**src/common/adxl_frame_pkg.sv**
```systemverilog
// SPI frame timing constants for the ADXL355 frame reader
// index layout is {byte count, half-bit step nibble}, step = index >> 1
package adxl_frame_pkg;

  localparam int idx_w  = 8;         // frame index width
  localparam int step_w = idx_w - 1; // half-index width, one step per SCLK period

  localparam logic [3:0] end_nibble = 4'h6;  // low nibble of the end-of-frame index
  localparam logic [3:0] len_reset  = 4'd10; // frame length after reset, cmd byte included

  localparam logic [idx_w-1:0] csn_low_idx = idx_w'(1); // chip select falls here
  localparam logic [idx_w-1:0] sclk_on_idx = idx_w'(3); // SCLK starts toggling here

  localparam logic [step_w-1:0] cmd_load_step = step_w'(2);  // cmd byte enters MOSI shifter
  localparam logic [step_w-1:0] wr_skip_step  = step_w'(10); // cmd byte completes, no write
  localparam logic [step_w-1:0] x_step        = step_w'(18); // first data byte, x axis

  // every third data byte is the low accel byte of a 20-bit sample, dropped in 16-bit mode
  localparam logic [2:0][step_w-1:0] wr16_skip_steps = {
    step_w'(82),
    step_w'(58),
    step_w'(34)
  };

  localparam int replay_len = 6; // channel 1 bytes kept per frame

endpackage
```
**src/common/spi_frame_if.sv**
```systemverilog
// Frame control bundle between sequencer, bit timer and the data path blocks
// seq and timer drive it, data and replay only read
`timescale 1ns/1ps

interface spi_frame_if;

  logic                             start;     // 1-clk, frame begins
  logic [7:0]                       cmd_byte;  // latched SPI command
  logic [3:0]                       bytes_len; // latched length incl cmd byte
  logic                             tag_latch; // 1-clk, pick next tag char
  logic [adxl_frame_pkg::idx_w-1:0] index;     // running frame index
  logic                             at_end;    // index parked at end of frame
  logic                             end_rise;  // 1-clk, index just reached the end
  logic                             sclk_en;   // SCLK gate
  logic                             csn;       // chip select, active low

  modport seq    (output start, cmd_byte, bytes_len, tag_latch, input at_end);
  modport timer  (input start, bytes_len, output index, at_end, end_rise, sclk_en, csn);
  modport data   (input start, cmd_byte, bytes_len, tag_latch, index, at_end, end_rise,
                  sclk_en, csn);
  modport replay (input index, end_rise);

endinterface

```
**src/adxl_reader/adxl_bit_timer.sv**
```systemverilog
// Frame index counter, one step per clk_en, two steps per SCLK period
// decodes chip select, SCLK gate and end of frame from the index
`timescale 1ns/1ps

module adxl_bit_timer (
  input  logic       clk,
  input  logic       rst_n,
  input  logic       clk_en,
  input  logic       sclk_phase,    // 0 for ADXL355
  input  logic       sclk_polarity, // 0 for ADXL355
  output logic       sclk,
  spi_frame_if.timer spi
);

  logic [adxl_frame_pkg::idx_w-1:0] end_idx;
  logic                             at_end_q;
  logic                             sclk_raw; // SCLK before polarity

  assign end_idx      = {spi.bytes_len, adxl_frame_pkg::end_nibble};
  assign spi.at_end   = spi.index == end_idx;
  assign spi.end_rise = spi.at_end && !at_end_q;
  assign sclk         = sclk_raw ^ sclk_polarity;

  always_ff @(posedge clk or negedge rst_n)
  begin
    if (!rst_n)
    begin
      spi.index   <= {adxl_frame_pkg::len_reset, adxl_frame_pkg::end_nibble}; // parked at end
      at_end_q    <= 1'b1;
      spi.csn     <= 1'b1;
      spi.sclk_en <= 1'b0;
      sclk_raw    <= 1'b0;
    end
    else
    begin
      at_end_q <= spi.at_end;
      if (spi.start)
        spi.index <= '0;
      else if (clk_en && !spi.at_end)
        spi.index <= spi.index + 1'b1;
      if (clk_en)
      begin
        spi.csn     <= spi.index == adxl_frame_pkg::csn_low_idx ? 1'b0 :
                       spi.index == {spi.bytes_len, adxl_frame_pkg::end_nibble - 4'd1} ? 1'b1 :
                       spi.csn;
        spi.sclk_en <= spi.index == adxl_frame_pkg::sclk_on_idx ? 1'b1 :
                       spi.index == {spi.bytes_len, adxl_frame_pkg::end_nibble - 4'd2} ? 1'b0 :
                       spi.sclk_en;
        sclk_raw    <= (spi.index[0] ^ sclk_phase) & spi.sclk_en;
      end
    end
  end

  // slave must be deselected whenever the frame is over
  a_csn_high_at_end: assert property (@(posedge clk) disable iff (!rst_n)
    spi.at_end |-> spi.csn);

endmodule

```
**src/flat_wrapper.sv**
```systemverilog
// flat-port wrapper written by rule: the top's interface ports become plain ports
module adxl_bit_timer_flat 
  (clk, rst_n, clk_en, sclk_phase, sclk_polarity, sclk, spi_start, spi_bytes_len, spi_index, spi_at_end, spi_end_rise, spi_sclk_en, spi_csn);
  spi_frame_if spi_i ();
  input  logic clk;
  input  logic rst_n;
  input  logic clk_en;
  input  logic sclk_phase;
  input  logic sclk_polarity;
  output logic sclk;
  input wire logic [$bits(spi_i.start)-1:0] spi_start;
  input wire logic [$bits(spi_i.bytes_len)-1:0] spi_bytes_len;
  output wire logic [$bits(spi_i.index)-1:0] spi_index;
  output wire logic [$bits(spi_i.at_end)-1:0] spi_at_end;
  output wire logic [$bits(spi_i.end_rise)-1:0] spi_end_rise;
  output wire logic [$bits(spi_i.sclk_en)-1:0] spi_sclk_en;
  output wire logic [$bits(spi_i.csn)-1:0] spi_csn;
  assign spi_i.start = spi_start;
  assign spi_i.bytes_len = spi_bytes_len;
  assign spi_index = spi_i.index;
  assign spi_at_end = spi_i.at_end;
  assign spi_end_rise = spi_i.end_rise;
  assign spi_sclk_en = spi_i.sclk_en;
  assign spi_csn = spi_i.csn;
  adxl_bit_timer u_core (.clk(clk), .rst_n(rst_n), .clk_en(clk_en), .sclk_phase(sclk_phase), .sclk_polarity(sclk_polarity), .sclk(sclk), .spi(spi_i));
endmodule
```
**config.mk**
```make
export PLATFORM = sky130hd
export DESIGN_NAME = adxl_bit_timer_flat
export DESIGN_NICKNAME = d
export VERILOG_FILES = /design/src/common/adxl_frame_pkg.sv /design/src/common/spi_frame_if.sv /design/src/adxl_reader/adxl_bit_timer.sv /design/src/flat_wrapper.sv
export SDC_FILE = /design/constraint.sdc
export NUM_CORES = 1
export LEC_CHECK = 0
export BUFFER_PORTS_ARGS = -buffer_cell sky130_fd_sc_hd__buf_4
export CAP_MARGIN = 20
export CORE_MARGIN = 5
export CORE_UTILIZATION = 40
export CTS_CLUSTER_DIAMETER = 80
export DETAILED_ROUTE_END_ITERATION = 16
export GPL_ROUTABILITY_DRIVEN = 0
export PLACE_DENSITY = 0.68
export SLEW_MARGIN = 20
export SYNTH_ARGS = -nofsm -noshare
export SYNTH_HDL_FRONTEND = slang
export SYNTH_SLANG_ARGS = --single-unit
```
**constraint.sdc**
```tcl
create_clock -name clk -period 1.4 [get_ports clk]
set_input_delay 0.14 -clock clk [delete_from_list [all_inputs] [get_ports clk]]
set_output_delay 0.14 -clock clk [all_outputs]
set_load 0.1 [all_outputs]
```
* After elaboration in Yosys (flattened, before gate mapping)
Cells that the tools add are included.
Operators by class: $add $sub $neg 1, eq/ne operators 5, mux-type cells 6, bitwise operators 3, reduce and logical (&&, ||, !) cells 9
Operator list (count):
- $eq A8 B8 Y1 | 3
- $mux W8 | 2
- $add A8 B1 Y8 const B | 1
- $eq A8 B1 Y1 const B | 1
- $eq A8 B2 Y1 const B | 1
- $reduce_bool A2 Y1 | 3
- $mux W1 | 4
- $reduce_and A2 Y1 | 2
- $logic_and A1 B1 Y1 | 2
- $logic_not A1 Y1 | 2
- $xor A1 B1 Y1 | 2
- $and A1 B1 Y1 | 1
Storage, ports and cells: bits in registers 12, logic and storage cells 29

* Logic depth before layout (Yosys ltp)
depth after elaboration 5, depth in mapped cells 5, depth with buffers taken out 5

* Least setup slack after synthesis
Ideal clock, no wire load.
path kind reg-to-output, start register u_core.spi.index[4], end output port spi_end_rise, arrival time 2860 ps, data required time 1260 ps, slack -1600 ps, cell stages (with the launch flop) 6, buffers on the path 1, cell sequence dfrtp_1 > buf_6 > xor2_2 > nor3_4 > nand3_1 > nor2_1
On the way: word-level cells in the longest chain between the ends 2
Ends and longest elaborated chain:
- start, declared | RTL line spi_frame_if.sv:18 | modport timer (input start, bytes_len, output index, at_end, end_rise, sclk_en, csn);
- start signal, assigned | RTL line adxl_bit_timer.sv:28 | spi.index <= {adxl_frame_pkg::len_reset, adxl_frame_pkg::end_nibble};
- start signal, assigned | RTL line adxl_bit_timer.sv:40 | spi.index <= spi.index + 1'b1;
- $eq A8 B8 Y1 | RTL line adxl_bit_timer.sv:20 | assign spi.at_end = spi.index == end_idx;
- $logic_and A1 B1 Y1 | RTL line adxl_bit_timer.sv:21 | assign spi.end_rise = spi.at_end && !at_end_q;
- end, declared | RTL line flat_wrapper.sv:15 | output wire logic [$bits(spi_i.end_rise)-1:0] spi_end_rise;
No other way between the ends.

* Worst setup path in the final report
start register u_core.spi.index[7], end output port spi_end_rise
The elaborated chain is that of the path after synthesis.

==> key figures <==
Placed design
  – Port Buffers: 22
  – Cell Count Post-Placement: 125
  – Placed inst area: 0.00109 sq mm
  – Hpwl dp: 1340 microns
  – Place WS: -0.204 ns

STA
  – Slew Viols, Final: 0
  – Hold WS: 0.0635 ns
  – RSZ-0062 raised after global routing: true
  – Final period util: 126%
  – Worst slew pin tran: 0.310 ns
  – Final Hold Viols: 0
  – Final setup fails: 11
  – Max_slew headroom: 79.2%
  – Worst Setup Slack, final: -0.370 ns
  – Skew final: 0.00168 ns
  – Setup TNS: -2.00 ns
  – Max frequency: 0.565 GHz
  – Final Critical Period: 1.77 ns

Worst setup path
  – Crit-path slowest cell: dfstp_4
  – Critical Path Source Type: flip-flop
  – Worst EP required: 1.26 ns
  – WS Path Type: flip-flop to primary output
  – Crit. End Element: primary output
  – FF-to-FF path depth: 5
  – Crit path max fanout: 3
  – WP data arrival: 1.63 ns
  – CP max stage delay: 0.64 ns
  – Cell chain of the critical path: xnor2_2 > and3_4 > nand3_4 > nor2_4 > buf_12

Synthesis
  – Largest cells by area after synthesis: dfstp_2 21%, dfrtp_1 20%, ha_1 6.8%
  – Net Count, Synth: 84
  – YS warnings: 0
  – Synth Instances: 70
  – Post-synth EDFFs: 0
  – Cell taking the most area after synthesis: dfstp_2
  – Synth Flop Type: dfstp_2
  – Sequential element share of the synthesized area: 41.8%
  – Post-synth ARST share: 100%
  – Post-synth cell types: 32
  – Syn Area/Cell: 10.5 sq um
  – Yosys top cell area share: 21.4%
  – Yosys reg bits: 12
  – Post-synthesis cell area: 736 sq um

Cells and area
  – Post-layout nets: 123
  – Area Growth Syn to Fin: 70.4%
  – Post-Layout Cell Count: 133
  – Most frequent cells in the layout: 30 x buf_4, 5 x buf_12, 4 x nor2_1, 4 x nand4_1, 4 x dfstp_4
  – Layout filler cell count: 129
  – Commonest non-fill, non-tap cell in the layout: buf_4
  – ANT cells: 0
  – Final instance area: 0.00125 sq mm
  – Share of layout cells above drive strength 1: 63.9%

Detailed routing
  – Met3 WL post-DR: 95 microns
  – Met1 Wirelength: 801 microns
  – DRC: 0
  – Post-DRT Antenna Nets: 0
  – Total Wirelength: 1830 microns
  – Highest routed layer: met4
  – Mean routed wirelength per cell: 13.7 microns
  – Average via count per standard cell: 4.91
  – 1st-pass router iterations: 4
  – Met2 WL: 892 microns
  – Via count: 653
  – 1st-iter DRT viols: 14

Clock tree
  – Clock latency on the worst-skew pair: 0.27 ns
  – CTS tree: done
  – Num CTS Buffers: 3
  – Clk buf depth: 2
  – Root buffer cell: clkbuf_4
  – Clock sinks: 12
  – CTS H-Tree Depth: 1
  – Clk slew on worst S/H paths: 0.08 ns

Power
  – Lkg Pwr: 0.514 nW
  – VDD IR-drop max: 0.000669 V
  – PD cells: 876 mW/mm^2

Floorplan
  – Die Y: 52.9 microns
  – Initial Util: 42.2%
  – Overall die area: 0.00280 sq mm
  – Die span in x: 52.9 microns
  – Core area: 0.00175 sq mm
  – Io pins: 23
  – Row cnt: 15

Min path
  – Hold crit path type: input port to flip-flop
  – Cells on Worst Hold Path: 2

Global routing
  – Largest net degree at the start of global routing: 13
  – Gr usage total: 15.6%
  – Number of global-route vias before repair: 705
  – First-pass GRT wire length: 3150 microns
  – Total gr overflow: 0
  – Antenna violations before repair: 0

Outcome
  – Violated checks: setup timing
  – Outcome: finished with violations

Flow run
  – Number of max-cap violations: 0
[logic make-up after synthesis]
kind of cell	share of synthesized area, %
flip-flops	41.8
multiplexers	3.40
XOR/XNOR	10.5
buffers and inverters	6.29
AO/OA/AOI/OAI	12.8
AND/OR/NAND/NOR	18.4
adder cells (fa/ha/maj)	6.80
[timing repair]
| item | in CTS | in global routing |
|---|---|---|
| pin swaps | 5 | 0 |
| hold endpoints to repair | 12 | 0 |
| gates resized for setup | 15 | 7 |
| hold buffers | 1 | 0 |
| buffers inserted | 3 | 0 |
| endpoints found under the setup margin | 14 | 15 |
[Yosys cell counts (2+ instances only)]
library cell	instances
xnor2_1	3
o21ai_0	2
nand2_1	4
buf_6	2
nand2b_1	2
or3_1	2
ha_1	4
xor2_1	4
dfrtp_1	6
a21oi_1	4
dfstp_2	6
nand4_1	4
nor2_1	5
inv_1	4
[critical path: cells and delay by family (launching register included)]
family | cells | cell delay [ns]
XOR/XNOR | 1 | 0.10
buffers and inverters | 1 | 0.18
flip-flops | 1 | 0.64
AND/OR/NAND/NOR | 3 | 0.44
[power breakdown]
group          switching [mW]  internal (mW)  total, mW
sequential             0.0277          0.378      0.406
clock                   0.121          0.158      0.279
combinational           0.284          0.130      0.414
[metrics by stage]
step | power (mW) | utilization (%)
3_3_place_gp | 0.805 | 62.4
5_1_grt | 1.15 | 71.8
6_report | 1.10 | 71.8
4_1_cts | 1.11 | 70.1
2_1_floorplan | 0.703 | -
3_5_place_dp | 0.809 | 62.4
[worst paths after layout]
check | startpoint | to | slack, ns
setup / recovery | u_core.spi.index[7] | spi_end_rise | -0.37
hold / removal | spi_start | u_core.spi.index[5] | 0.06
setup reg to reg | u_core.spi.index[5] | u_core.spi.index[0] | -0.29
hold reg to reg | u_core.spi.sclk_en | u_core.spi.sclk_en | 0.54
max in group asynchronous | rst_n | u_core.spi.index[7] | 0.93
min in group asynchronous | rst_n | u_core.sclk_raw | 0.24
[flip-flops by register name, summed over array words and instances (netlist names)]
name,cells
u_core.at_end_q,1
u_core.sclk_raw,1
u_core.spi.csn,1
u_core.spi.index,8
u_core.spi.sclk_en,1
[layout make-up]
cell class | count | area [sq um] | area share [%]
Clock buffer | 4 | 36.3 | 2.89
Inverter | 4 | 18.8 | 1.50
Multi-Input combinational cell | 50 | 474 | 37.8
Sequential cell | 12 | 335 | 26.7
Tap cell | 25 | 31.3 | 2.50
Timing Repair Buffer | 38 | 358 | 28.5
[per-layer routing]
layer  global-route usage, %  vias to the layer above
met1                    19.5                      301
li1                        -                      320
met2                    24.8                       26
met3                    3.10                        6
met4                    8.94                        0
met5                       0                        -
Note: power is estimated with default switching activity, not from simulation.
