--- src/common/adxl_tag_pkg.sv ---
// Tag character constants, 6-bit chars spread over the accel byte LSBs
// shared by the tag FIFO and the SPI shifter
package adxl_tag_pkg;

  localparam int tag_w = 6; // tag char width

  localparam logic [tag_w-1:0] tag_pulse_char = 6'h21; // "!" inserted by tag_pulse
  localparam logic [tag_w-1:0] tag_idle_char  = 6'h20; // space when FIFO is empty

  // ch0 carries bits 0..2, ch1 carries bits 3..5
  localparam int tag_bits_per_chan = 3;

endpackage

--- src/common/adxl_frame_pkg.sv ---
// SPI frame timing constants for the ADXL355 frame reader
// index layout is {byte count, half-bit step nibble}, step = index >> 1
package adxl_frame_pkg;

  localparam int idx_w  = 8;         // frame index width
  localparam int step_w = idx_w - 1; // half-index width, one step per SCLK period

  localparam logic [3:0] end_nibble = 4'h6;  // low nibble of the end-of-frame index
  localparam logic [3:0] len_reset  = 4'd10; // frame length after reset, cmd byte included

  localparam logic [idx_w-1:0] csn_low_idx = idx_w'(1); // chip select falls here
  localparam logic [idx_w-1:0] sclk_on_idx = idx_w'(3); // SCLK starts toggling here

  localparam logic [step_w-1:0] cmd_load_step = step_w'(2);  // cmd byte enters MOSI shifter
  localparam logic [step_w-1:0] wr_skip_step  = step_w'(10); // cmd byte completes, no write
  localparam logic [step_w-1:0] x_step        = step_w'(18); // first data byte, x axis

  // every third data byte is the low accel byte of a 20-bit sample, dropped in 16-bit mode
  localparam logic [2:0][step_w-1:0] wr16_skip_steps = {
    step_w'(82),
    step_w'(58),
    step_w'(34)
  };

  localparam int replay_len = 6; // channel 1 bytes kept per frame

endpackage
--- src/common/spi_frame_if.sv ---
// Frame control bundle between sequencer, bit timer and the data path blocks
// seq and timer drive it, data and replay only read
`timescale 1ns/1ps

interface spi_frame_if;

  logic                             start;     // 1-clk, frame begins
  logic [7:0]                       cmd_byte;  // latched SPI command
  logic [3:0]                       bytes_len; // latched length incl cmd byte
  logic                             tag_latch; // 1-clk, pick next tag char
  logic [adxl_frame_pkg::idx_w-1:0] index;     // running frame index
  logic                             at_end;    // index parked at end of frame
  logic                             end_rise;  // 1-clk, index just reached the end
  logic                             sclk_en;   // SCLK gate
  logic                             csn;       // chip select, active low

  modport seq    (output start, cmd_byte, bytes_len, tag_latch, input at_end);
  modport timer  (input start, bytes_len, output index, at_end, end_rise, sclk_en, csn);
  modport data   (input start, cmd_byte, bytes_len, tag_latch, index, at_end, end_rise,
                  sclk_en, csn);
  modport replay (input index, end_rise);

endinterface

--- src/adxl_reader/adxl_spi_shifter.sv ---
// MOSI/MISO shift registers for both accel channels
// byte capture with tag LSB insertion, wr/wr16/x strobes for channel 0
`timescale 1ns/1ps

module adxl_spi_shifter (
  input  logic                             clk,
  input  logic                             rst_n,
  input  logic                             clk_en,
  input  logic                             miso0,
  input  logic                             miso1,
  input  logic [adxl_tag_pkg::tag_w-1:0]   tag_char,
  output logic                             mosi,
  output logic [7:0]                       byte0,  // ch0 byte, valid with wr0
  output logic [7:0]                       byte1,  // ch1 byte, valid with wr16_0
  output logic                             wr0,    // every data byte
  output logic                             wr16_0, // 16-bit mode, skips every 3rd
  output logic                             x,      // first data byte of the frame
  spi_frame_if.data                        spi
);

  localparam int tag_i_w = $clog2(adxl_tag_pkg::tag_w);
  localparam logic [tag_i_w-1:0] tag_last = tag_i_w'(adxl_tag_pkg::tag_bits_per_chan);

  logic [adxl_frame_pkg::step_w-1:0] step;
  logic                              shift_en;
  logic                              cmd_load;
  logic                              byte_done;
  logic                              wr16_ok;
  logic [7:0]                        mosi_sr;
  logic [7:0]                        marker;     // one-hot, bit 7 on byte completion
  logic [7:0]                        sh0, sh1;
  logic [7:0]                        next0, next1;
  logic                              tag_on;     // toggles per wr16 byte
  logic [tag_i_w-1:0]                tag_i;      // tag bit position for ch0
  logic                              tag_live;
  logic                              tag_use;

  assign step      = spi.index[adxl_frame_pkg::idx_w-1:1];
  assign shift_en  = clk_en && !spi.index[0]; // even index, sample edge
  assign cmd_load  = step == adxl_frame_pkg::cmd_load_step;
  assign byte_done = marker[7] && spi.sclk_en && step != adxl_frame_pkg::wr_skip_step;
  assign wr16_ok   = step != adxl_frame_pkg::wr16_skip_steps[0] &&
                     step != adxl_frame_pkg::wr16_skip_steps[1] &&
                     step != adxl_frame_pkg::wr16_skip_steps[2];
  assign next0     = {sh0[6:0], miso0};
  assign next1     = {sh1[6:0], miso1};
  assign tag_live  = tag_on && tag_i < tag_last; // 3 bits per channel, then stop
  assign tag_use   = tag_live && wr16_ok;
  assign mosi      = mosi_sr[7];

  always_ff @(posedge clk or negedge rst_n)
  begin
    if (!rst_n)
    begin
      mosi_sr <= '0;
      marker  <= 8'h01;
      wr0     <= 1'b0;
      wr16_0  <= 1'b0;
      x       <= 1'b0;
      tag_on  <= 1'b0;
      tag_i   <= '0;
    end
    else
    begin
      if (shift_en)
      begin
        mosi_sr <= cmd_load ? spi.cmd_byte : {mosi_sr[6:0], 1'b0}; // MSB first
        marker  <= cmd_load ? 8'h01 : {marker[6:0], marker[7]};
        wr0     <= byte_done;
        wr16_0  <= byte_done && wr16_ok;
        x       <= step == adxl_frame_pkg::x_step;
      end
      else
      begin
        wr0    <= 1'b0; // strobes last one clk
        wr16_0 <= 1'b0;
        x      <= 1'b0;
      end
      if (spi.start)
      begin
        tag_on <= 1'b0; // first wr16 byte untagged
        tag_i  <= '0;
      end
      else if (wr16_0)
      begin
        tag_on <= !tag_on;
        if (tag_live)
          tag_i <= tag_i + 1'b1;
      end
    end
  end

  always_ff @(posedge clk)
  begin
    if (shift_en)
    begin
      sh0 <= next0;
      sh1 <= next1;
      if (marker[7])
      begin
        byte0 <= tag_use ? {next0[7:1], tag_char[tag_i]} : next0;
        byte1 <= tag_use ? {next1[7:1], tag_char[tag_i + tag_last]} : next1; // upper tag bits
      end
    end
  end

  // x marks the first write, never a lone strobe
  a_x_with_wr: assert property (@(posedge clk) disable iff (!rst_n)
    x |-> wr0 && wr16_0);

endmodule

--- src/flat_wrapper.sv ---
// flat-port wrapper written by rule: the top's interface ports become plain ports
module adxl_spi_shifter_flat 
  (clk, rst_n, clk_en, miso0, miso1, tag_char, mosi, byte0, byte1, wr0, wr16_0, x, spi_start, spi_cmd_byte, spi_bytes_len, spi_tag_latch, spi_index, spi_at_end, spi_end_rise, spi_sclk_en, spi_csn);
  spi_frame_if spi_i ();
  input  logic clk;
  input  logic rst_n;
  input  logic clk_en;
  input  logic miso0;
  input  logic miso1;
  input  logic [adxl_tag_pkg::tag_w-1:0] tag_char;
  output logic mosi;
  output logic [7:0] byte0;
  output logic [7:0] byte1;
  output logic wr0;
  output logic wr16_0;
  output logic x;
  input wire logic [$bits(spi_i.start)-1:0] spi_start;
  input wire logic [$bits(spi_i.cmd_byte)-1:0] spi_cmd_byte;
  input wire logic [$bits(spi_i.bytes_len)-1:0] spi_bytes_len;
  input wire logic [$bits(spi_i.tag_latch)-1:0] spi_tag_latch;
  input wire logic [$bits(spi_i.index)-1:0] spi_index;
  input wire logic [$bits(spi_i.at_end)-1:0] spi_at_end;
  input wire logic [$bits(spi_i.end_rise)-1:0] spi_end_rise;
  input wire logic [$bits(spi_i.sclk_en)-1:0] spi_sclk_en;
  input wire logic [$bits(spi_i.csn)-1:0] spi_csn;
  assign spi_i.start = spi_start;
  assign spi_i.cmd_byte = spi_cmd_byte;
  assign spi_i.bytes_len = spi_bytes_len;
  assign spi_i.tag_latch = spi_tag_latch;
  assign spi_i.index = spi_index;
  assign spi_i.at_end = spi_at_end;
  assign spi_i.end_rise = spi_end_rise;
  assign spi_i.sclk_en = spi_sclk_en;
  assign spi_i.csn = spi_csn;
  adxl_spi_shifter u_core (.clk(clk), .rst_n(rst_n), .clk_en(clk_en), .miso0(miso0), .miso1(miso1), .tag_char(tag_char), .mosi(mosi), .byte0(byte0), .byte1(byte1), .wr0(wr0), .wr16_0(wr16_0), .x(x), .spi(spi_i));
endmodule
--- config.mk ---
export PLATFORM = sky130hd
export DESIGN_NAME = adxl_spi_shifter_flat
export DESIGN_NICKNAME = d
export VERILOG_FILES = /design/src/common/adxl_tag_pkg.sv /design/src/common/adxl_frame_pkg.sv /design/src/common/spi_frame_if.sv /design/src/adxl_reader/adxl_spi_shifter.sv /design/src/flat_wrapper.sv
export SDC_FILE = /design/constraint.sdc
export NUM_CORES = 1
export LEC_CHECK = 0
export BUFFER_PORTS_ARGS = -buffer_cell sky130_fd_sc_hd__buf_4
export CAP_MARGIN = 10
export CORE_MARGIN = 2
export CORE_UTILIZATION = 51
export DETAILED_ROUTE_END_ITERATION = 8
export HOLD_SLACK_MARGIN = 0.15
export PLACE_DENSITY = 0.86
export SLEW_MARGIN = 20
export SYNTH_ARGS = -nofsm -noshare
export SYNTH_HDL_FRONTEND = slang
export SYNTH_SLANG_ARGS = --single-unit
--- constraint.sdc ---
create_clock -name clk -period 2.5 [get_ports clk]
set_input_delay 0.25 -clock clk [delete_from_list [all_inputs] [get_ports clk]]
set_output_delay 0.25 -clock clk [all_outputs]
set_load 0.005 [all_outputs]
# Yosys cells after proc, flatten, opt, wreduce, memory -nomap -nowiden
# Index checks and enable logic that the tools add are counted.
[word_totals]
register_bits = 53
out_inout_bits = 20
inputBits = 37
wordCells = 52
[classes]
mux = 16
magnitude_cmp = 3
reduce_logical = 14
n_addsub = 2
n_eq_ne = 6
[ops]
columns = ["operator", "n"]
rows = [
  ["8-bit 2-to-1 mux", 2],
  ["7-bit by 6-bit != test with 1-bit output, second input constant", 2],
  ["1-bit 2-to-1 mux", 9],
  ["3-bit 2-to-1 mux", 3],
  ["1-bit logical AND", 8],
  ["3-bit by 4-bit less-than comparator with 1-bit output, second input constant", 2],
  ["7-bit by 2-bit equality test with 1-bit output, second input constant", 1],
  ["7-bit by 5-bit equality test with 1-bit output, second input constant", 1],
  ["7-bit by 4-bit != test with 1-bit output, second input constant", 1],
  ["7-bit != test, second input constant", 1],
  ["1-bit binary-select mux with 3-bit select", 2],
  ["2-bit AND reduction", 2],
  ["2-bit nonzero test", 2],
  ["3-bit by 1-bit adder with 3-bit output, second input constant", 1],
  ["3-bit by 2-bit adder with 3-bit output, second input constant", 1],
  ["3-bit by 2-bit less-than comparator with 1-bit output, second input constant", 1],
  ["1-bit zero test", 2],
]

# Depth between registers and ports, before layout
[depth]
ltp_word = 5
depth_mapped = 7
depth_no_buf = 6

# Least setup slack after synthesis
# OpenSTA, ideal clock, no wires.
[synth_timing]
path_type = "register to register"
from = "register u_core.tag_i[0]"
to = "register u_core.byte1[0] (data pin)"
path_slack_ps = 682
synth_period_minus_slack_ps = 1818
n_path_buf = 1
path_stages_with_launch = 7
arrival_time_ps = 1558
required_ps = 2240
setup_time_ps = 260
path_cell_list = "dfrtp_1 -> buf_6 -> inv_1 -> ha_1 -> mux4_2 -> a22o_1 -> mux2_2"
[synth_between]
elab_chain_cells = 4
elab_cells_between_ends = 7
cone_classes = "add/sub: 1; order compare: 1; mux: 3; reduce/logical: 2"
[synth_lines]
columns = ["item", "line", "text"]
rows = [
  ["from (decl)", "adxl_spi_shifter.sv:34", "logic [tag_i_w-1:0] tag_i;"],
  ["from (signal assigned)", "adxl_spi_shifter.sv:88", "tag_i <= tag_i + 1'b1;"],
  ["3-bit by 2-bit adder with 3-bit output or 3-bit by 2-bit less-than comparator with 1-bit output (tied branches)", "adxl_spi_shifter.sv:102, adxl_spi_shifter.sv:47", ""],
  ["1-bit binary-select mux with 3-bit select or 1-bit logical AND (tied branches)", "adxl_spi_shifter.sv:102, adxl_spi_shifter.sv:47", ""],
  ["1-bit 2-to-1 mux (implied by the code) or 1-bit logical AND (tied branches)", "adxl_spi_shifter.sv:102, adxl_spi_shifter.sv:48", ""],
  ["1-bit 2-to-1 mux *", "adxl_spi_shifter.sv:102", "byte1 <= tag_use ? {next1[7:1], tag_char[tag_i + tag_last]} : next1;"],
  ["to (signal assigned)", "adxl_spi_shifter.sv:102", ""],
  ["to (decl)", "adxl_spi_shifter.sv:14", "output logic [7:0] byte1,"],
]
# Mark *: on every way between the ends. The rest lies on a longest branch, timed or not. The select of a mux whose other input is x is not followed.
# A chain may end at the register's enable or synchronous reset.

# Worst setup path in the final report
# Same ends and word-level chain as after synthesis.

==> results.ini <==
[synth]
synth_compound_area_frac = 0.0666
synth_edf_count = 30
syn_avg_cell_area_um2 = 13.9
synthFlopType = edfxtp_1
ys_seq_area_frac = 0.690
synthAdderAreaFrac = 0.0117
ys_warn_count = 0
synthSimpleGateAreaFrac = 0.105
async_reset_ff_frac = 0.434
synth_top_family_by_area = simple AND/OR/NAND/NOR gates
ys_ff_latch = 53
synth_cell_types = 36
synth_mux_area_frac = 0.0783
synth-xor-area-share = 0.0164
synthCells = 154
synth_area_um2 = 2140
syn_nets = 193

[sta]
finalHoldViolCount = 0
fin_crit_sh = 0.810
finalClockSkew_ns = 0.00621
rsz0062_at_grt = false
period_minus_slack_ns = 2.02
slew_viol_final = 0
fin_tns_setup_ns = 0
max-slew-margin-rel = 0.598
setup_viol_count_final = 0
worst_pin_slew_ns = 0.604
fmax_mhz = 494

[critical_path]
worst-setup-path-type = reg2reg
worstPathMaxFanout = 9
cp-start-kind = flip-flop
crit_arrival_ns = 2.08
worstPathRequired_ns = 2.56
critPathCaptureType = flip-flop

[route]
ant_nets = 0
vias_per_cell = 5.19
drt_first_pass_iters = 5
dr_total_vias = 1369
drc = 0
drt_wl_total_um = 3560
drtIter0Drc = 60
wl_per_cell_um = 13.5

[pwr]
ir_drop_v = 0.000289
p_leak_nw = 1.08
p_per_area_nw_per_um2 = 583

[grt]
grt_pass1_wl_um = 6020
grt-ovfl-total = 0
grt_max_degree = 25
antenna_found_initial = 0
grt_usage = 0.177
grt_pass1_vias = 1327

[final_layout]
final_cells = 264
antennaDiodeCount = 0
area_delta_synth_final_pct = 25.9
layout_commonest_cell = buf_4
final_cell_mix = buf_4, edfxtp_1, dfrtp_1
layout.nets = 252
fillers = 307
drive_above_1_share = 0.318

[die]
die_height_um = 68.8
pin_count = 57
die_x_um = 68.8
die_area_um2 = 4730
start_util = 0.531
row_count = 23
core_um2 = 4030

[cts]
post_cts_buffers = 0
cts_resized = 0
clkSinkCount = 53
path_clk_slew_ns = 0.09
cts_buffer_depth = 2
cts_buffers = 5
worstSkewPairLatency_ns = 0.30
htree_levels = 2
cts_tree = done
root_buffer = clkbuf_8

[placement]
dp.cells = 250
dp_hpwl_um = 2580
io_buffers = 48
routabilityCongestion = 0.697

[worst_hold_path]
hold_path.class = in2reg

[flow_run]
maxCapViolCount = 0

[status]
outcome = completed

[what timing repair did]
action	4_1_cts	5_1_grt
hold endpoints to repair	30	0
hold buffers	6	0
endpoints found under the setup margin	0	0
[sequential cells by signal, indices dropped and copies added (netlist names), 3 cells and up]
| register | cells |
|---|---|
| u_core.tag_i | 3 |
| u_core.sh0 | 7 |
| u_core.mosi_sr | 8 |
| u_core.marker | 8 |
| u_core.byte0 | 8 |
| u_core.byte1 | 8 |
| u_core.sh1 | 7 |
[area by class of cell]
cell class	instances	area [um2]	area share
inverter	5	18.8	0.00696
sequential	53	1480	0.548
tap	50	62.6	0.0232
clock inverter	3	22.5	0.00836
clock buffer	5	68.8	0.0255
timing repair buffer	58	450	0.167
multi-input combinational	90	594	0.221
[per-layer routing]
layer	GRT usage	up-vias	wire length [um]
li1	-	670	-
met1	0.229	654	1530
met2	0.298	41	1810
met3	0.0503	4	196
met4	0.0368	0	27
met5	0	-	0
[cells in the mapped netlist, types with 2 or more instances]
master     n  share of area
edfxtp_1  30           0.42
dfrtp_1   22           0.26
nand2_1   21          0.037
nor2_1    14          0.025
mux2i_1   10          0.047
a21oi_1    9          0.021
o21ai_0    9          0.021
inv_1      4         0.0070
buf_6      2          0.011
clkbuf_1   2         0.0035
ha_1       2          0.012
mux2_2     2          0.011
mux4_2     2          0.021
xnor2_1    2         0.0082
xor2_1     2         0.0082
[per-stage QoR]
| step | worst slack (ns) | power [W] | utilization | area, um2 | hold slack, ns |
|---|---|---|---|---|---|
| floorplan | 0.682 | 0.00105 | - | 2140 | -0.0456 |
| global placement | 0.502 | 0.00111 | 0.631 | 2540 | 0.157 |
| detailed placement | 0.491 | 0.00112 | 0.631 | 2540 | 0.156 |
| CTS | 0.465 | 0.00159 | 0.669 | 2700 | 0.167 |
| global route | 0.385 | 0.00165 | 0.669 | 2700 | 0.177 |
| finish | 0.475 | 0.00157 | 0.669 | 2700 | 0.169 |
[cell families (layout without fill, tap and decap cells)]
group | count (synthesis) | in the layout
AND/OR/NAND/NOR | 46 | 46
XOR/XNOR | 4 | 4
buffers and inverters | 11 | 71
multiplexers | 14 | 14
flip-flops | 53 | 53
AO/OA/AOI/OAI | 24 | 24
adder cells (fa/ha/maj) | 2 | 2
[power by group]
group | internal (W) | switching [W]
sequential | 0.000961 | 0.0000180
clock | 0.000199 | 0.000269
combinational | 0.0000685 | 0.0000572
total | 0.00123 | 0.000344
[critical path, stage by stage, from the launching register on]
cell and delay, ns:
dfrtp_1 0.60, inv_1 0.09, ha_1 0.34, mux4_2 0.29, a22o_1 0.21, mux2_2 0.25
[final timing paths]
check | from | to | slack (ns) | cells after the start
min reg2reg | u_core.sh1[6]$_DFFE_PP_ | u_core.byte1[7]$_DFFE_PP_ | 0.44 | 0
max reg2reg | u_core.tag_i[0]$_DFFE_PN0P_ | u_core.byte1[0]$_DFFE_PP_ | 0.48 | 5
max in group asynchronous | rst_n | u_core.marker[0]$_DFFE_PN1P_ | 1.85 | 2
min | spi_cmd_byte[0] | u_core.mosi_sr[0]$_DFFE_PN0P_ | 0.17 | 3
max | u_core.tag_i[0]$_DFFE_PN0P_ | u_core.byte1[0]$_DFFE_PP_ | 0.48 | 5
min in group asynchronous | rst_n | u_core.x$_DFF_PN0_ | 0.37 | 2
Power figures use the tool's default switching activity.
