### src/common/adxl_frame_pkg.sv
// SPI frame timing constants for the ADXL355 frame reader
// index layout is {byte count, half-bit step nibble}, step = index >> 1
package adxl_frame_pkg;

  localparam int idx_w  = 8;         // frame index width
  localparam int step_w = idx_w - 1; // half-index width, one step per SCLK period

  localparam logic [3:0] end_nibble = 4'h6;  // low nibble of the end-of-frame index
  localparam logic [3:0] len_reset  = 4'd10; // frame length after reset, cmd byte included

  localparam logic [idx_w-1:0] csn_low_idx = idx_w'(1); // chip select falls here
  localparam logic [idx_w-1:0] sclk_on_idx = idx_w'(3); // SCLK starts toggling here

  localparam logic [step_w-1:0] cmd_load_step = step_w'(2);  // cmd byte enters MOSI shifter
  localparam logic [step_w-1:0] wr_skip_step  = step_w'(10); // cmd byte completes, no write
  localparam logic [step_w-1:0] x_step        = step_w'(18); // first data byte, x axis

  // every third data byte is the low accel byte of a 20-bit sample, dropped in 16-bit mode
  localparam logic [2:0][step_w-1:0] wr16_skip_steps = {
    step_w'(82),
    step_w'(58),
    step_w'(34)
  };

  localparam int replay_len = 6; // channel 1 bytes kept per frame

endpackage
### src/common/spi_frame_if.sv
// Frame control bundle between sequencer, bit timer and the data path blocks
// seq and timer drive it, data and replay only read
`timescale 1ns/1ps

interface spi_frame_if;

  logic                             start;     // 1-clk, frame begins
  logic [7:0]                       cmd_byte;  // latched SPI command
  logic [3:0]                       bytes_len; // latched length incl cmd byte
  logic                             tag_latch; // 1-clk, pick next tag char
  logic [adxl_frame_pkg::idx_w-1:0] index;     // running frame index
  logic                             at_end;    // index parked at end of frame
  logic                             end_rise;  // 1-clk, index just reached the end
  logic                             sclk_en;   // SCLK gate
  logic                             csn;       // chip select, active low

  modport seq    (output start, cmd_byte, bytes_len, tag_latch, input at_end);
  modport timer  (input start, bytes_len, output index, at_end, end_rise, sclk_en, csn);
  modport data   (input start, cmd_byte, bytes_len, tag_latch, index, at_end, end_rise,
                  sclk_en, csn);
  modport replay (input index, end_rise);

endinterface

### src/adxl_reader/chan1_replay_buf.sv
// Six-byte store for channel 1 wr16 bytes
// replays them back to back right after the frame ends
`timescale 1ns/1ps

module chan1_replay_buf (
  input  logic       clk,
  input  logic       rst_n,
  input  logic       wr16_0,   // ch1 byte valid, same timing as ch0 wr16
  input  logic [7:0] byte1,
  output logic       rp_valid, // high for replay_len clks
  output logic [7:0] rp_byte,
  spi_frame_if.replay spi
);

  localparam int ptr_w = $clog2(adxl_frame_pkg::replay_len);
  localparam logic [ptr_w-1:0] last_ptr = ptr_w'(adxl_frame_pkg::replay_len - 1);

  logic [7:0]       mem [adxl_frame_pkg::replay_len];
  logic [ptr_w-1:0] wptr, rptr;
  logic             cmd_load;
  logic             wr_ok;

  assign cmd_load = spi.index[adxl_frame_pkg::idx_w-1:1] == adxl_frame_pkg::cmd_load_step;
  assign wr_ok    = wr16_0 && wptr <= last_ptr; // extra bytes of long frames dropped
  assign rp_byte  = mem[rptr];

  always_ff @(posedge clk)
  begin
    if (wr_ok)
      mem[wptr] <= byte1;
  end

  always_ff @(posedge clk or negedge rst_n)
  begin
    if (!rst_n)
    begin
      wptr     <= '0;
      rptr     <= '0;
      rp_valid <= 1'b0;
    end
    else
    begin
      if (cmd_load)
        wptr <= '0; // new frame
      else if (wr_ok)
        wptr <= wptr + 1'b1;
      if (spi.end_rise)
      begin
        rptr     <= '0;
        rp_valid <= 1'b1;
      end
      else if (rp_valid)
      begin
        if (rptr == last_ptr)
          rp_valid <= 1'b0;
        else
          rptr <= rptr + 1'b1;
      end
    end
  end

endmodule

### src/flat_wrapper.sv
// flat-port wrapper written by rule: the top's interface ports become plain ports
module chan1_replay_buf_flat 
  (clk, rst_n, wr16_0, byte1, rp_valid, rp_byte, spi_index, spi_end_rise);
  spi_frame_if spi_i ();
  input  logic clk;
  input  logic rst_n;
  input  logic wr16_0;
  input  logic [7:0] byte1;
  output logic rp_valid;
  output logic [7:0] rp_byte;
  input wire logic [$bits(spi_i.index)-1:0] spi_index;
  input wire logic [$bits(spi_i.end_rise)-1:0] spi_end_rise;
  assign spi_i.index = spi_index;
  assign spi_i.end_rise = spi_end_rise;
  chan1_replay_buf u_core (.clk(clk), .rst_n(rst_n), .wr16_0(wr16_0), .byte1(byte1), .rp_valid(rp_valid), .rp_byte(rp_byte), .spi(spi_i));
endmodule
### config.mk
export PLATFORM = sky130hd
export DESIGN_NAME = chan1_replay_buf_flat
export DESIGN_NICKNAME = d
export VERILOG_FILES = /design/src/common/adxl_frame_pkg.sv /design/src/common/spi_frame_if.sv /design/src/adxl_reader/chan1_replay_buf.sv /design/src/flat_wrapper.sv
export SDC_FILE = /design/constraint.sdc
export NUM_CORES = 1
export LEC_CHECK = 0
export ABC_AREA = 1
export BUFFER_PORTS_ARGS = -buffer_cell sky130_fd_sc_hd__buf_2
export CAP_MARGIN = 10
export CORE_MARGIN = 2
export CORE_UTILIZATION = 60
export CTS_CLUSTER_SIZE = 25
export DETAILED_ROUTE_END_ITERATION = 6
export PLACE_DENSITY = 0.82
export SLEW_MARGIN = 20
export SYNTH_ARGS = -nofsm -noshare
export SYNTH_HDL_FRONTEND = slang
export SYNTH_SLANG_ARGS = --single-unit
### constraint.sdc
create_clock -name clk -period 3.4 [get_ports clk]
set_input_delay 0.17 -clock clk [delete_from_list [all_inputs] [get_ports clk]]
set_output_delay 0.17 -clock clk [all_outputs]
set_load 0.02 [all_outputs]
======== Word-level counts from Yosys, hierarchy flattened ========
Memories as Yosys holds them, arrays and structs flattened.
Index checks and enable logic that the tools add are counted.
storage, ports and cells
  register bits ........................... 7
  bits in latches ......................... 0
  RAM bits ................................ 48
  bits in read-only memories .............. 0
  input port bits ......................... 20
  output and inout bits ................... 9
  logic and storage cells ................. 24
  memories kept ........................... 1
memories
  memory      depth  width  rd ports  clocked after memory_dff  wr ports  line                    RTL
  u_core.mem  6      8      1         0                         1         chan1_replay_buf.sv:18  logic [7:0] mem [adxl_frame_pkg::replay_len];
operators by class
  add/subtract/negate cells ............... 2
  $mul .................................... 0
  div/mod/pow operators ................... 0
  magnitude comparators ................... 1
  eq/ne operators ......................... 3
  shifts and indexed selects .............. 0
  mux-type cells .......................... 10
  bitwise logic cells ..................... 0
  reductions and logical operators ........ 4
operators with widths
  cell                   count
  $mux W3                5
  $eq A7 B2 Y1 const B   1
  $add A3 B1 Y3 const B  2
  $mux W1                5
  $reduce_bool A2 Y1     2
  $eq A3 B3 Y1 const B   1
  $le A3 B3 Y1 const B   1
  $ne A2 B2 Y1 const B   1
  $reduce_and A2 Y1      1
  $logic_and A1 B1 Y1    1

======== Depth between registers and ports, before layout ========
Gate-level depths: netlist of run 1.
  depth after elaboration ................. 4
  gate-level depth with buffers ........... 7

======== Least setup slack after synthesis of run 1 ========
Ideal clock, no wire load.
  path kind ............................... reg2reg
  from .................................... reg u_core.rptr[1]
  to ...................................... reg u_core.rptr[0]
  library setup time ...................... 117 ps
  data arrival time ....................... 1188 ps
  setup slack ............................. 2095 ps
  stages on the path, launching flop included .. 8
  path buffers ............................ 1
  cell sequence ........................... dfrtp_1 > buf_2 > inv_4 > ha_1 > a21oi_1 > nand2_1 > nand2_1 > nor2_1
on the way
  longest elaborated chain between the ends .. 3
RTL lines
  what                                line                    RTL
  start: declaration                  chan1_replay_buf.sv:19  logic [ptr_w-1:0] wptr, rptr;
  start signal: assignment            chan1_replay_buf.sv:57  rptr <= rptr + 1'b1;
  $eq A3 B3 Y1                        chan1_replay_buf.sv:54  if (rptr == last_ptr)
  $ne A2 B2 Y1 (no source line)       --
  $reduce_and A2 Y1 (no source line)  --
No other way between the ends.
A chain may end at the register's enable or synchronous reset.

======== Worst setup path after layout of run 1 ========
  from .................................... reg u_core.rptr[0]
  to ...................................... out rp_byte[6]
on the way
  longest elaborated chain between the ends .. 1
RTL lines
  what              line                RTL
  $mem_v2 Z6 W8     --
  end: declaration  flat_wrapper.sv:10  output logic [7:0] rp_byte;
No other way between the ends.

==> results of run 1 <==
[sequential cells by signal, indices dropped and copies added, names as in the netlist]
register,count
u_core.mem,48
u_core.rptr,3
u_core.wptr,3
u_core.rp_valid,1
[worst reg2reg max path, stage by stage, from the launching register on]
cell,delay [ns]
dfrtp_1,1.04
ha_1,0.31
a21oi_1,0.13
or2_2,0.29
[how the worst max path moves through the flow]
stage               slack [ns]              to  cells past startpoint
floorplan                 2.09  u_core.rptr[0]                      7
global placement          1.51      rp_byte[6]                      6
detailed placement        1.47      rp_byte[6]                      6
CTS                       1.14      rp_byte[6]                      6
global route              0.95      rp_byte[6]                      4
finish                    1.13      rp_byte[6]                      6
[power groups by stage]
stage               sequential, mW  clock [mW]  combinational [mW]
finish                       0.902       0.412               0.357
global route                 0.917       0.436               0.409
CTS                          0.902       0.414               0.360
detailed placement           0.917           0               0.356
global placement             0.913           0               0.346
floorplan                    0.887           0               0.281
[layer usage]
layer | track usage | vias up | share of wire
li1 | - | 771 | -
met5 | 0 | - | 0
met1 | 0.2564 | 699 | 0.44
met2 | 0.3525 | 34 | 0.50
met4 | 0.1250 | 0 | 0.022
met3 | 0.05068 | 10 | 0.045
[synthesized netlist by cell type]
| master | count | share of area |
|---|---|---|
| nor2_1 | 32 | 0.051 |
| nand3_1 | 27 | 0.057 |
| inv_6 | 1 | 0.0037 |
| a21oi_1 | 2 | 0.0043 |
| nor3_1 | 1 | 0.0021 |
| inv_1 | 10 | 0.016 |
| ha_1 | 3 | 0.016 |
| nand2_1 | 56 | 0.089 |
| buf_2 | 1 | 0.0021 |
| o21ai_0 | 8 | 0.017 |
| dfrtp_1 | 7 | 0.074 |
| inv_4 | 1 | 0.0027 |
| buf_6 | 6 | 0.029 |
| edfxtp_1 | 48 | 0.61 |
| inv_2 | 1 | 0.0016 |
| nand2_2 | 4 | 0.011 |
| or2_2 | 1 | 0.0027 |
| nand4_1 | 3 | 0.0080 |
[stage by stage]
step           worst slack [ns]  cells  instance area [um2]  total power, mW
6_report                  1.135    288                 2592            1.670
5_1_grt                  0.9522    288                 2592            1.762
4_1_cts                   1.141    288                 2592            1.676
3_5_place_dp              1.473    280                 2476            1.273
3_3_place_gp              1.506    280                 2476            1.260
2_1_floorplan             2.095    212                 2354            1.168
[area by class of cell]
class,instances,area [um2]
clock buffers,5,68.82
clock inverters,2,37.54
fillers,270,1124
inverters,13,56.30
multi-input cells,137,608.1
flip-flops and latches,55,1617
well taps,48,60.06
repair buffers,28,145.1
[kinds of logic (layout without fill, tap and decap cells)]
| group | count (synthesis) | in the layout | share of synthesized area |
|---|---|---|---|
| compound gates | 10 | 10 | 0.02127 |
| fa+ha+maj | 3 | 3 | 0.01595 |
| buf+inv | 20 | 48 | 0.05476 |
| flops | 55 | 55 | 0.6869 |
| simple gates | 124 | 124 | 0.2212 |
==> results.py, run 1 <==
metrics = {
    "run_status": {
        "status": "finished clean",
    },
    "timing": {
        "hold_violations": 0,
        "rsz0062_at_grt": "false",
        "setup_viol": 0,
        "whs_ns": 0.03565,
        "period_needed_ns": 2.265,
        "maxSlewViolCount": 0,
        "worstMarginPinSlew_ns": 1.040,
        "relSlewSlack": 0.3064,
        "tns_ns": 0,
        "max_freq_mhz": 441.5,
        "finalClockSkew_ns": 0.004889,
        "period_share": 0.6662,
    },
    "hold_path": {
        "whs_endpoint": "u_core.rptr[2]",
        "worstHoldPathCells": 2,
        "hp-start": "spi_end_rise",
        "min_path_type": "primary input to flip-flop",
    },
    "drt": {
        "num_vias": 1514,
        "wire_per_inst_um": 13.65,
        "wl_mm": 3.931,
        "first_pass_iters": 5,
        "first_iter_violations": 91,
        "viasPerCell": 5.257,
        "postRouteAntennaNets": 0,
        "drcViolationCount": 0,
    },
    "floorplan": {
        "core.rowCount": 22,
        "die-area_um2": 4440,
        "start_util": 0.6333,
        "dieWidth_um": 66.63,
        "die_h_um": 66.63,
        "core_area_um2": 3716,
        "ios": 29,
    },
    "cells_and_area": {
        "layout_common_cells": "nand2_1 (56), edfxtp_1 (48), nor2_1 (32), nand3_1 (27), buf_2 (27)",
        "drive_gt1_frac": 0.1750,
        "diodes": 0,
        "syn2layout_area_growth_pct": 10.15,
        "final_util": 0.6976,
        "layout_commonest_cell": "nand2_1",
        "nets": 263,
    },
    "worst_setup_path": {
        "critPathMaxStageDelay_ns": 1.04,
        "crit_chain": "inv_6 -> nand2_1 -> nand3_1 -> nand3_1 -> nand2_1 -> buf_2",
        "slowest_stage": "dfrtp_1",
        "critPathRequiredTime_ns": 3.23,
        "worstPathArrival_ns": 2.10,
        "regToRegSetupSlack_ns": 1.52,
        "crit_buf_inv": 2,
        "r2r_start": "u_core.rptr[0]",
        "end_kind": "primary output",
        "rr_worst_depth": 3,
        "start_kind": "flip-flop",
        "crit_family": "flip-flops",
        "crit_type": "flip-flop to primary output",
        "timing.rr.end": "u_core.rp_valid",
        "startpoint": "u_core.rptr[0]",
        "critPathMaxFanout": 29,
    },
    "clocking": {
        "cts_max_path_buffers": 2,
        "cts.sinks": 55,
        "post-cts-setup-buffers": 0,
        "root_buffer": "clkbuf_8",
        "ctsResizeCount": 0,
        "cts_buffers": 5,
        "tritoncts": "yes",
        "clk_pin_slew_ns": 0.09,
        "clock_latency_ns": 0.31,
        "cts_max_level": 2,
        "postCtsHoldBufs": 1,
    },
    "place": {
        "hpwl_mm": 2.412,
        "gp_congestion": 0.7382,
        "portBuffers": 27,
    },
    "job": {
        "max-cap-violations": 0,
    },
    "global_routing": {
        "overflow": 0,
        "grt_use_total": 0.2140,
        "grt_max_degree": 30,
        "grt_pass1_wl_mm": 6.748,
        "grt_pass1_vias": 1512,
        "antenna_found_initial": 0,
    },
    "yosys": {
        "syn_avg_cell_area_um2": 11.10,
        "syn-num-nets": 235,
        "ys_ff_latch": 55,
        "syn_inst": 212,
        "seq_area_frac_synth": 0.6869,
        "synthDistinctLibCells": 18,
        "synth_area_um2": 2354,
        "yosysWarnings": 0,
    },
    "power_and_ir_drop": {
        "p_leak_nw": 1.068,
        "vdd_drop_max_mv": 0.3879,
        "internal-power_mw": 1.170,
        "p_seq_frac": 0.540,
        "p_sw_mw": 0.5005,
        "p_sw_frac": 0.2996,
        "p_clk_frac": 0.246,
        "p_per_area_nw_per_um2": 644.3,
        "p_comb_frac": 0.214,
    },
}
Note: power is estimated with default switching activity, not from simulation.
==> run 2, diff against run 1 <==
CORE_UTILIZATION = 51   (was 60)
PLACE_DENSITY = 0.74   (was 0.82)
clock period = 2.03 ns   (was 3.4 ns; I/O delays follow)
==> results.py, run 2 (synthesis results as in run 1) <==
metrics = {
    "worst_setup_path": {
        "rr_worst_depth": 4,
        "critPathMaxStageDelay_ns": 0.57,
        "crit_family": "flip-flops",
        "slowest_stage": "dfrtp_1",
        "crit_chain": "buf_4 -> nand2_1 -> nand3_1 -> nand3_1 -> nand2_1 -> buf_2",
        "start_kind": "flip-flop",
        "end_kind": "primary output",
        "critPathRequiredTime_ns": 1.93,
        "path_depth": 6,
        "crit_buf_inv": 2,
        "critPathMaxFanout": 16,
        "crit_type": "flip-flop to primary output",
        "worstPathArrival_ns": 1.66,
    },
    "drt": {
        "viasPerCell": 5.108,
        "wire_per_inst_um": 13.40,
        "first_pass_iters": 4,
        "drcViolationCount": 0,
        "num_vias": 1558,
        "postRouteAntennaNets": 0,
        "wl_mm": 4.088,
        "first_iter_violations": 34,
    },
    "global_routing": {
        "grt_max_degree": 25,
        "overflow": 0,
        "antenna_found_initial": 0,
        "grt_pass1_vias": 1485,
        "grt_pass1_wl_mm": 6.603,
        "grt_use_total": 0.1740,
    },
    "power_and_ir_drop": {
        "p_leak_nw": 1.121,
        "p_per_area_nw_per_um2": 1032,
        "vdd_drop_max_mv": 0.6770,
    },
    "place": {
        "gp_congestion": 0.7569,
        "portBuffers": 27,
        "place_ws_ns": 0.5337,
        "hpwl_mm": 2.757,
    },
    "timing": {
        "worstMarginPinSlew_ns": 0.4892,
        "max_freq_mhz": 567.1,
        "tns_ns": 0,
        "period_needed_ns": 1.763,
        "finalClockSkew_ns": 0.005523,
        "maxSlewViolCount": 0,
        "rsz0062_at_grt": "false",
        "period_share": 0.8686,
        "hold_violations": 0,
        "setup_viol": 0,
        "worst_slack_ns": 0.2666,
        "relSlewSlack": 0.6727,
    },
    "floorplan": {
        "core.rowCount": 24,
        "dieWidth_um": 71.93,
        "die_h_um": 71.93,
        "start_util": 0.5332,
        "core_area_um2": 4414,
        "die-area_um2": 5174,
        "ios": 29,
    },
    "cells_and_area": {
        "largest_reg_flops": 48,
        "drive_gt1_frac": 0.2134,
        "diodes": 0,
        "syn2layout_area_growth_pct": 13.72,
        "nets": 275,
        "fill_cells": 359,
        "layout_common_cells": "nand2_1 (56), edfxtp_1 (48), nor2_1 (32), nand3_1 (27), buf_2 (27)",
        "top_register": "u_core.mem",
        "top_regs": "u_core.mem: 48 flops, u_core.rptr: 3 flops, u_core.wptr: 3 flops",
        "layout_commonest_cell": "nand2_1",
    },
    "run_status": {
        "status": "finished clean",
    },
    "clocking": {
        "cts_max_path_buffers": 2,
        "clk_pin_slew_ns": 0.10,
        "clock_latency_ns": 0.31,
        "tritoncts": "yes",
        "ctsResizeCount": 0,
        "cts_buffers": 5,
        "root_buffer": "clkbuf_8",
        "cts.sinks": 55,
        "cts_max_level": 2,
    },
    "hold_path": {
        "min_path_type": "primary input to flip-flop",
        "worstHoldPathCells": 1,
    },
    "job": {
        "max-cap-violations": 0,
    },
}
==> run 2: cell count changes in the layout (fill, tap and decap cells not counted) <==
cell and delta:
inv_6 +1, clkinvlp_4 +1, dlygate4sd3_1 +1, bufinv_16 -1, buf_4 +11
==> run 2: worst paths after layout <==
path                            slack, ns                to       startpoint
worst max-delay path                 0.27        rp_byte[7]   u_core.rptr[0]
worst min-delay path                 0.03  u_core.mem[5][6]         byte1[6]
worst max register to register       0.50  u_core.mem[0][0]   u_core.wptr[0]
worst min register to register       0.63    u_core.rptr[2]  u_core.rp_valid
max in group asynchronous            1.73    u_core.rptr[2]            rst_n
min in group asynchronous            0.15   u_core.rp_valid            rst_n
==> run 2: per-layer routing <==
metal  vias to the layer above  track usage  part of all wire
li1                        792            -                 -
met1                       719       0.2102              0.43
met2                        41       0.2994              0.49
met3                         6      0.04306             0.054
met4                         0      0.07338             0.018
met5                         -            0                 0
==> run 2: what timing repair did <==
item / in CTS / in global routing
hold buffers: 2 / 0
endpoints found under the hold margin: 8 / 0
buffers inserted: 0 / 0
==> run 2: through the flow <==
stage          total power, mW  hold slack [ns]  cell area (um2)  cells  utilization
2_1_floorplan            1.957          -0.1941             2354    212            -
3_3_place_gp             2.170         -0.05674             2564    295       0.5808
3_5_place_dp             2.190         -0.05638             2564    295       0.5808
4_1_cts                  2.781          0.01522             2676    305       0.6063
5_1_grt                  2.925          0.01882             2676    305       0.6063
6_report                 2.762          0.03196             2676    305       0.6063
==> run 2: where the power goes <==
group          internal [mW]  leakage [nW]  switching, mW
clock                  0.247        0.0408          0.351
combinational          0.239         0.561          0.445
sequential              1.41         0.519         0.0725
total                   1.89          1.12          0.868
==> run 2: cell type report <==
cell class | instances | area [um2] | area share
Timing Repair Buffer | 40 | 237.7 | 0.08883
Clock buffer | 5 | 68.82 | 0.02571
Tap cell | 52 | 65.06 | 0.02431
Inverter | 13 | 56.30 | 0.02104
Clock inverter | 3 | 23.77 | 0.008883
Multi-Input combinational cell | 137 | 608.1 | 0.2272
Sequential cell | 55 | 1617 | 0.6040
